--- config.mk ---
export PLATFORM = sky130hd
export DESIGN_NAME = hazardUnit
export DESIGN_NICKNAME = d
export VERILOG_FILES = /design/src/hw/hazardPkg.sv /design/src/hw/stageTrackIf.sv /design/src/hw/stagePipe.sv /design/src/hw/regHazardCheck.sv /design/src/hw/memHazardCheck.sv /design/src/hw/hazardControl.sv /design/src/hw/hazardUnit.sv
export VERILOG_INCLUDE_DIRS = /design/src /design/src/include
export SDC_FILE = /design/constraint.sdc
export NUM_CORES = 1
export LEC_CHECK = 0
export BUFFER_PORTS_ARGS = -buffer_cell sky130_fd_sc_hd__buf_2
export CAP_MARGIN = 20
export CORE_ASPECT_RATIO = 0.7
export CORE_MARGIN = 2
export CORE_UTILIZATION = 30
export CTS_BUF_LIST = sky130_fd_sc_hd__clkbuf_4 sky130_fd_sc_hd__clkbuf_8 sky130_fd_sc_hd__clkbuf_16
export DETAILED_ROUTE_END_ITERATION = 8
export PLACE_DENSITY_LB_ADDON = 0.12
export SYNTH_ARGS = -nofsm -noshare
export SYNTH_HDL_FRONTEND = slang
export SYNTH_SLANG_ARGS = --single-unit
export TNS_END_PERCENT = 30
--- constraint.sdc ---
create_clock -name clk -period 4.82 [get_ports clk]
set_clock_uncertainty 0.2 [all_clocks]
set_input_delay 0.241 -clock clk [delete_from_list [all_inputs] [get_ports clk]]
set_output_delay 0.241 -clock clk [all_outputs]
set_load 0.01 [all_outputs]
--- src/include/hazard_settings.svh ---
`ifndef HAZARD_SETTINGS_SVH
`define HAZARD_SETTINGS_SVH

// Instruction, immediate and memory address width
`define HAZ_DATA_W 16

// Eight architectural registers
`define HAZ_REG_W 3

// Stages tracked after decode: ID, EX, MEM and WB
`define HAZ_DEPTH 4

`define HAZ_LINK_REG 7 // Return address register for JAL/JALR

`endif

--- src/hw/hazardPkg.sv ---
`include "hazard_settings.svh"

package hazardPkg;

    typedef logic [4:0]            opcode_t;
    typedef logic [`HAZ_REG_W-1:0] regIdx_t;

    localparam opcode_t OP_NOP  = 5'b00001; // Reads nothing, never stalls
    localparam opcode_t OP_JR   = 5'b00101;
    localparam opcode_t OP_JAL  = 5'b00110;
    localparam opcode_t OP_JALR = 5'b00111;

    // Pending register write of one in-flight instruction
    typedef struct packed {
        regIdx_t dest;
        logic    valid;
    } regEntry_t;

    // Pending memory access of one in-flight instruction
    typedef struct packed {
        logic [`HAZ_DATA_W-1:0] addr;
        logic                   en;
    } memEntry_t;

    // Bypass selects, MSB first as seen on the forwards port
    typedef struct packed {
        logic exToExRs;
        logic memToExRs;
        logic exToExRt;
        logic memToExRt;
        logic exToIdRs;   // JR/JALR target from EX
        logic memToIdRs;  // JR/JALR target from MEM
    } fwdVec_t;

    function automatic opcode_t opcodeOf(input logic [`HAZ_DATA_W-1:0] instr);
        return instr[15:11];
    endfunction

    function automatic regIdx_t rsOf(input logic [`HAZ_DATA_W-1:0] instr);
        return instr[10:8];
    endfunction

    function automatic regIdx_t rtOf(input logic [`HAZ_DATA_W-1:0] instr);
        return instr[7:5];
    endfunction

endpackage

--- src/hw/stageTrackIf.sv ---
`timescale 1ns/1ps

// One tracker of in-flight entries, from decode to writeback
interface stageTrackIf #(
    parameter type T = logic
) (
    input logic clk  // Sampling clock for checks on the combinational side
);
    T     push;      // Entry of the instruction now entering decode
    logic flush;     // Squash the entry leaving ID
    T     idEntry;
    T     exEntry;
    T     memEntry;
    T     wbEntry;

    modport ctrl (
        input  clk,
        output push,
        output flush
    );

    modport pipe (
        input  push,
        input  flush,
        output idEntry,
        output exEntry,
        output memEntry,
        output wbEntry
    );

    modport observe (
        input clk,
        input idEntry,
        input exEntry,
        input memEntry,
        input wbEntry
    );

endinterface

--- src/hw/stagePipe.sv ---
`timescale 1ns/1ps
`include "hazard_settings.svh"

module stagePipe #(
    parameter type T = logic
) (
    input logic       clk,
    input logic       arstN,
    stageTrackIf.pipe trk
);

    localparam T emptyEntry = '0;

    // Shift one stage per clock, WB entry falls off the end
    always_ff @(posedge clk or negedge arstN) begin
        if (!arstN) begin
            trk.idEntry  <= emptyEntry;
            trk.exEntry  <= emptyEntry;
            trk.memEntry <= emptyEntry;
            trk.wbEntry  <= emptyEntry;
        end else begin
            trk.idEntry  <= trk.push;
            trk.exEntry  <= trk.flush ? emptyEntry : trk.idEntry; // Taken branch kills ID
            trk.memEntry <= trk.exEntry;
            trk.wbEntry  <= trk.memEntry;
        end
    end

    squashEmpty: assert property (
        @(posedge clk) disable iff (!arstN)
        trk.flush |=> (trk.exEntry == emptyEntry)
    ) else $error("stagePipe: EX entry survived a flush");

    // A push not squashed on its way reaches WB after the tracked depth
    depthCarry: assert property (
        @(posedge clk) disable iff (!arstN)
        ($past(arstN, `HAZ_DEPTH) && !$past(trk.flush, `HAZ_DEPTH - 1))
        |-> (trk.wbEntry == $past(trk.push, `HAZ_DEPTH))
    ) else $error("stagePipe: WB entry does not match the push it came from");

endmodule

--- src/hw/regHazardCheck.sv ---
`timescale 1ns/1ps
`include "hazard_settings.svh"

module regHazardCheck (
    input  logic [`HAZ_DATA_W-1:0] instr,
    input  logic                   branchTaken,
    stageTrackIf.observe           regTrk,
    stageTrackIf.observe           memTrk,
    output logic                   regHazard,
    output hazardPkg::fwdVec_t     fwd
);
    import hazardPkg::*;

    opcode_t op;
    regIdx_t rs;
    regIdx_t rt;
    logic    jumpReg;
    logic    idHitRs;
    logic    idHitRt;
    logic    exHitRs;
    logic    exHitRt;
    logic    memHitRs;
    logic    memHitRt;
    logic    wbHitRs;
    logic    wbHitRt;

    function automatic logic regHit(input regEntry_t e, input regIdx_t r);
        return e.valid && (e.dest == r);
    endfunction

    assign op      = opcodeOf(instr);
    assign rs      = rsOf(instr);
    assign rt      = rtOf(instr);
    assign jumpReg = (op == OP_JR) || (op == OP_JALR); // Target read in decode

    assign idHitRs  = regHit(regTrk.idEntry, rs);
    assign idHitRt  = regHit(regTrk.idEntry, rt);
    assign exHitRs  = regHit(regTrk.exEntry, rs);
    assign exHitRt  = regHit(regTrk.exEntry, rt);
    assign memHitRs = regHit(regTrk.memEntry, rs);
    assign memHitRt = regHit(regTrk.memEntry, rt);
    assign wbHitRs  = regHit(regTrk.wbEntry, rs);
    assign wbHitRt  = regHit(regTrk.wbEntry, rt);

    // ID entry is about to be squashed when the branch is taken
    assign regHazard = (op != OP_NOP) &&
                       (((idHitRs || idHitRt) && !branchTaken) ||
                        exHitRs || exHitRt ||
                        memHitRs || memHitRt ||
                        wbHitRs || wbHitRt);

    assign fwd.exToExRs  = idHitRs && !branchTaken;
    assign fwd.exToExRt  = idHitRt && !branchTaken;
    // Youngest producer wins, so ID match blocks the MEM path
    assign fwd.memToExRs = exHitRs && !idHitRs && !branchTaken;
    assign fwd.memToExRt = exHitRt && !idHitRt && !branchTaken;
    assign fwd.exToIdRs  = jumpReg && exHitRs && !memTrk.exEntry.en; // Load data not ready yet
    assign fwd.memToIdRs = jumpReg && memHitRs;

endmodule

--- src/hw/memHazardCheck.sv ---
`timescale 1ns/1ps
`include "hazard_settings.svh"

module memHazardCheck (
    input  logic [`HAZ_DATA_W-1:0] imm,
    input  logic [`HAZ_DATA_W-1:0] reg1Data,
    input  logic                   memEnable,
    input  logic                   branchTaken,
    stageTrackIf.observe           memTrk,
    output logic [`HAZ_DATA_W-1:0] addr,
    output logic                   memHazard
);
    import hazardPkg::*;

    logic idHit;
    logic exHit;
    logic memHit;
    logic wbHit;

    // Enable and address are compared as a pair per stage
    function automatic logic addrHit(input memEntry_t e,
                                     input logic [`HAZ_DATA_W-1:0] a);
        return e.en && (e.addr == a);
    endfunction

    assign addr = reg1Data + imm; // Carry out dropped, sum wraps

    assign idHit  = addrHit(memTrk.idEntry, addr) && !branchTaken;
    assign exHit  = addrHit(memTrk.exEntry, addr);
    assign memHit = addrHit(memTrk.memEntry, addr);
    assign wbHit  = addrHit(memTrk.wbEntry, addr);

    assign memHazard = memEnable && (idHit || exHit || memHit || wbHit);

    // No access this cycle means nothing to conflict with
    memNeedsEnable: assert property (
        @(posedge memTrk.clk) memHazard |-> memEnable
    ) else $error("memHazardCheck: conflict flagged without an access");

endmodule

--- src/hw/hazardControl.sv ---
`timescale 1ns/1ps
`include "hazard_settings.svh"

module hazardControl (
    input  logic [`HAZ_DATA_W-1:0] instr,
    input  hazardPkg::regIdx_t     rd,
    input  logic                   writeValid,
    input  logic                   memEnable,
    input  logic                   branchTaken,
    input  logic [`HAZ_DATA_W-1:0] addr,
    input  logic                   regHazard,
    input  logic                   memHazard,
    stageTrackIf.ctrl              regTrk,
    stageTrackIf.ctrl              memTrk,
    output logic                   nop,
    output logic                   pcStall
);
    import hazardPkg::*;

    opcode_t   op;
    logic      link;
    logic      isNop;
    logic      hazard;
    regIdx_t   trueRd;
    regEntry_t regPush;
    memEntry_t memPush;

    assign op     = opcodeOf(instr);
    assign link   = (op == OP_JAL) || (op == OP_JALR); // 0011x
    assign isNop  = (op == OP_NOP);
    assign hazard = regHazard || memHazard;
    assign trueRd = link ? regIdx_t'(`HAZ_LINK_REG) : rd;

    // A stalled instruction is replayed later, so it is not tracked now
    always_comb begin
        regPush = '0;
        memPush = '0;
        if (!isNop && !hazard) begin
            regPush.dest  = trueRd;
            regPush.valid = writeValid;
            memPush.addr  = addr;
            memPush.en    = memEnable;
        end
    end

    assign regTrk.push  = regPush;
    assign memTrk.push  = memPush;
    assign regTrk.flush = branchTaken;
    assign memTrk.flush = branchTaken;

    assign pcStall = hazard && !branchTaken; // Redirect overrides the stall
    assign nop     = hazard || branchTaken;

    // Holding the PC without a bubble would issue the instruction twice
    stallHasBubble: assert property (
        @(posedge regTrk.clk) pcStall |-> nop
    ) else $error("hazardControl: PC stalled without a bubble");

endmodule

--- src/hw/hazardUnit.sv ---
`timescale 1ns/1ps
`include "hazard_settings.svh"

module hazardUnit (
    input  logic                   clk,
    input  logic                   arstN,
    input  logic [`HAZ_DATA_W-1:0] instr,
    input  logic [`HAZ_DATA_W-1:0] imm,
    input  logic [`HAZ_DATA_W-1:0] reg1Data,
    input  hazardPkg::regIdx_t     rd,
    input  logic                   writeValid,
    input  logic                   memEnable,
    input  logic                   branchTaken,
    output logic                   nop,
    output logic                   pcStall,
    output logic [5:0]             forwards
);
    import hazardPkg::*;

    logic                   regHazard;
    logic                   memHazard;
    logic [`HAZ_DATA_W-1:0] addr;      // Reg1Data plus Imm of the decoding access
    fwdVec_t                fwd;

    stageTrackIf #(.T(regEntry_t)) regTrk (.clk(clk));
    stageTrackIf #(.T(memEntry_t)) memTrk (.clk(clk));

    // Destination registers in flight
    stagePipe #(.T(regEntry_t)) uRegPipe (
        .clk   (clk),
        .arstN (arstN),
        .trk   (regTrk.pipe)
    );

    // Memory accesses in flight
    stagePipe #(.T(memEntry_t)) uMemPipe (
        .clk   (clk),
        .arstN (arstN),
        .trk   (memTrk.pipe)
    );

    regHazardCheck uRegCheck (
        .instr       (instr),
        .branchTaken (branchTaken),
        .regTrk      (regTrk.observe),
        .memTrk      (memTrk.observe),
        .regHazard   (regHazard),
        .fwd         (fwd)
    );

    memHazardCheck uMemCheck (
        .imm         (imm),
        .reg1Data    (reg1Data),
        .memEnable   (memEnable),
        .branchTaken (branchTaken),
        .memTrk      (memTrk.observe),
        .addr        (addr),
        .memHazard   (memHazard)
    );

    hazardControl uControl (
        .instr       (instr),
        .rd          (rd),
        .writeValid  (writeValid),
        .memEnable   (memEnable),
        .branchTaken (branchTaken),
        .addr        (addr),
        .regHazard   (regHazard),
        .memHazard   (memHazard),
        .regTrk      (regTrk.ctrl),
        .memTrk      (memTrk.ctrl),
        .nop         (nop),
        .pcStall     (pcStall)
    );

    assign forwards = fwd; // exToExRs lands on bit 5

endmodule

==> flow_metrics.tcl <==
set metrics [dict create \
    status "finished, final reports clean" \
    h-tree-depth 3 \
    tightest_slew_ns 0.889 \
    utilization_pct 35.9 \
    synth_fa_ha_area_share_pct 4.42 \
    top_usage_layer "met1" \
    fp-row-count 38 \
    tritoncts "built" \
    area_growth_pct 17.7 \
    start_kind "primary input" \
    drtIter0Drc 164 \
    cts_setup_buffers 0 \
    grt_use_met3_pct 2.86 \
    yosysWarnings 0 \
    place_inst 672 \
    wl_per_cell_um 15.6 \
    max_slew_margin_pct 40.3 \
    die_x_um 154 \
    track_usage_pct 13.5 \
    synth-simple-area-share_pct 14.6 \
    synth_area_leader_cell "dfrtp_1" \
    holdPathStages 3 \
    grt_pass1_vias 3368 \
    arrival_ns 3.70 \
    hp-class "in -> reg" \
    grt_max_degree 85 \
    synthXorXnorAreaFrac_pct 21.0 \
    rsz0062_at_grt "false" \
    grt_overflow_total 0 \
    via_count 3289 \
    fin_hold_ws_ns 0.0225 \
    dp_slack_ns 0.675 \
    first_pass_iters 4 \
    port_buffers 58 \
    antenna_found_initial 0 \
    worstPathRequired_ns 4.38 \
    dieArea_um2 16700 \
    core-area_um2 15400 \
    reg2regPathDepth 9 \
    hpwl_um 8260 \
    vdd_drop_max_uv 168 \
    synth_top_area_share_pct 44.8 \
    power_mw 2.24 \
    synth.area.top_cells "dfrtp_1, xnor2_1, xor2_1" \
    ys_seq_elements 84 \
    layout_common_cells "dfrtp_1, xnor2_1, buf_2, xor2_1, nor2_1" \
    synth_flop_cell "dfrtp_1" \
    p_leak_nw 2.47 \
    critPathMaxFanout 5 \
    endpoint_kind "output pin" \
    start_util_pct 30.5 \
    pwr_density_cell_nw_per_um2 406 \
    layout.nets 558 \
    synth-compound-area-share_pct 11.7 \
    post-route-cell-area_um2 5530 \
    clk_latency_ns 0.33 \
    wirelength_um 10800 \
    place_congestion 0.772 \
    finalCritPeriodShare_pct 85.8 \
    grt_use_met1_pct 20.3 \
    cts_buffer_depth 2 \
    antenna_cells 0 \
    cts_buffers 9 \
    drtAntennaViolNets 0 \
    post_drt_via_cell_ratio 4.76 \
    final-setup-viol-count 0 \
    final-hold-violation-count 0 \
    fmax_mhz 242 \
    drc 0 \
    final_common_cell "dfrtp_1" \
    drv_cap 0 \
    cts_root_buffer "clkbuf_16" \
    clk_pin_slew_ns 0.06 \
    synth_top_family_by_area "XOR/XNOR gates" \
    fin_cells 691 \
    syn-cell-area_um2 4700 \
    use_met2_pct 19.7 \
    syn-num-nets 497 \
    layout_setup_ws_ns 0.683 \
    async_flop_share_pct 100 \
    syn_inst 425 \
    fin_tns_setup_ns 0 \
    die_h_um 109 \
    finalMaxSlewViolations 0 \
    fin_crit_ns 4.14 \
    synthMuxAreaShare_pct 0 \
    ys_types 63 \
    critical_path_class "in -> out" \
    drive_above_1_share_pct 20.6 \
    placedInstanceArea_um2 5170 \
    ioPinCount 64 \
    grt_pass1_wl_um 17600 \
    fillCellCount 1575 \
    ys_seq_area_share_pct 44.8 \
    synth_edf_count 0 \
    cts.sinks 84 \
    synth_area_per_cell_um2 11.1 \
]
-- final timing paths --
kind,start,to,slack [ns]
max in group asynchronous,arstN,uMemPipe.trk.exEntry[14]$_DFF_PN0_,3.70
hold reg to reg,uMemPipe.trk.memEntry[0]$_DFF_PN0_,uMemPipe.trk.wbEntry[0]$_DFF_PN0_,0.18
hold / removal,rd[2],uRegPipe.trk.idEntry[3]$_DFF_PN0_,0.02
setup reg to reg,uMemPipe.trk.memEntry[7]$_DFF_PN0_,uMemPipe.trk.idEntry[8]$_DFF_PN0_,2.21
min in group asynchronous,arstN,uMemPipe.trk.exEntry[0]$_DFF_PN0_,0.13
setup / recovery,imm[0],pcStall,0.68
-- report_power, final --
part           switching, mW  total (mW)  leakage, nW  internal [mW]
Sequential            0.0858       0.920         1.08          0.834
Combinational          0.316       0.621         1.24          0.305
Clock                  0.273       0.703        0.148          0.430
Total                  0.674        2.24         2.47           1.57
-- cells in the mapped netlist (5+ instances only) --
| cell type | count |
|---|---|
| clkbuf_1 | 9 |
| nand2_1 | 11 |
| nor2b_1 | 20 |
| xor2_1 | 36 |
| nand3_1 | 19 |
| nor2_1 | 24 |
| a211oi_1 | 6 |
| nor4_1 | 10 |
| inv_1 | 11 |
| o21ai_0 | 12 |
| ha_1 | 15 |
| xnor2_1 | 61 |
| dfrtp_1 | 84 |
| nand4_1 | 11 |
| a21oi_1 | 12 |
| xnor3_1 | 5 |
-- state kept, by name, indices dropped and copies added, names as in the netlist --
name and count:
uMemPipe.trk.exEntry 17, uRegPipe.trk.idEntry 4, uMemPipe.trk.idEntry 17, uRegPipe.trk.memEntry 4, uMemPipe.trk.wbEntry 17, uMemPipe.trk.memEntry 17, uRegPipe.trk.exEntry 4, uRegPipe.trk.wbEntry 4
-- layout make-up --
class	count	area, um^2	share of cell area (%)
inverter	11	41.3	0.747
tap	200	250	4.53
timing repair buffer	68	393	7.11
multi-input combinational	312	2430	44.0
clock inverter	5	58.8	1.06
sequential	84	2100	38.0
clock buffer	11	253	4.57
-- critical path: stages --
cell	delay (ns)
buf_2	0.10
ha_1	0.22
fa_1	0.44
a21oi_1	0.16
o22ai_1	0.15
o2111ai_1	0.23
and3_1	0.36
xnor3_1	0.26
or4_1	0.54
or4_4	0.49
a41o_2	0.23
o31ai_1	0.07
buf_2	0.19
-- cells by family (layout without fill, tap and decap cells) --
logic type	count (synthesis)	count (layout)
DFF	84	84
buffers and inverters	29	95
AOI/OAI and AO/OA	72	72
adders and majority gates	16	16
xor gates and xnor gates	103	103
and+or+nand+nor	121	121
-- per-layer routing --
layer | share of wire, % | wire length (um) | vias to the layer above
met2 | 40 | 4370 | 77
met5 | 0 | 0 | -
met4 | 1.2 | 127 | 0
met3 | 4.4 | 474 | 7
li1 | - | - | 1618
met1 | 54 | 5820 | 1587
-- repair_timing --
item | 4_1_cts | 5_1_grt
gates resized for setup | 0 | 0
endpoints found under the hold margin | 85 | 0
hold buffers | 2 | 0
Note: power is estimated with default switching activity, not from simulation.
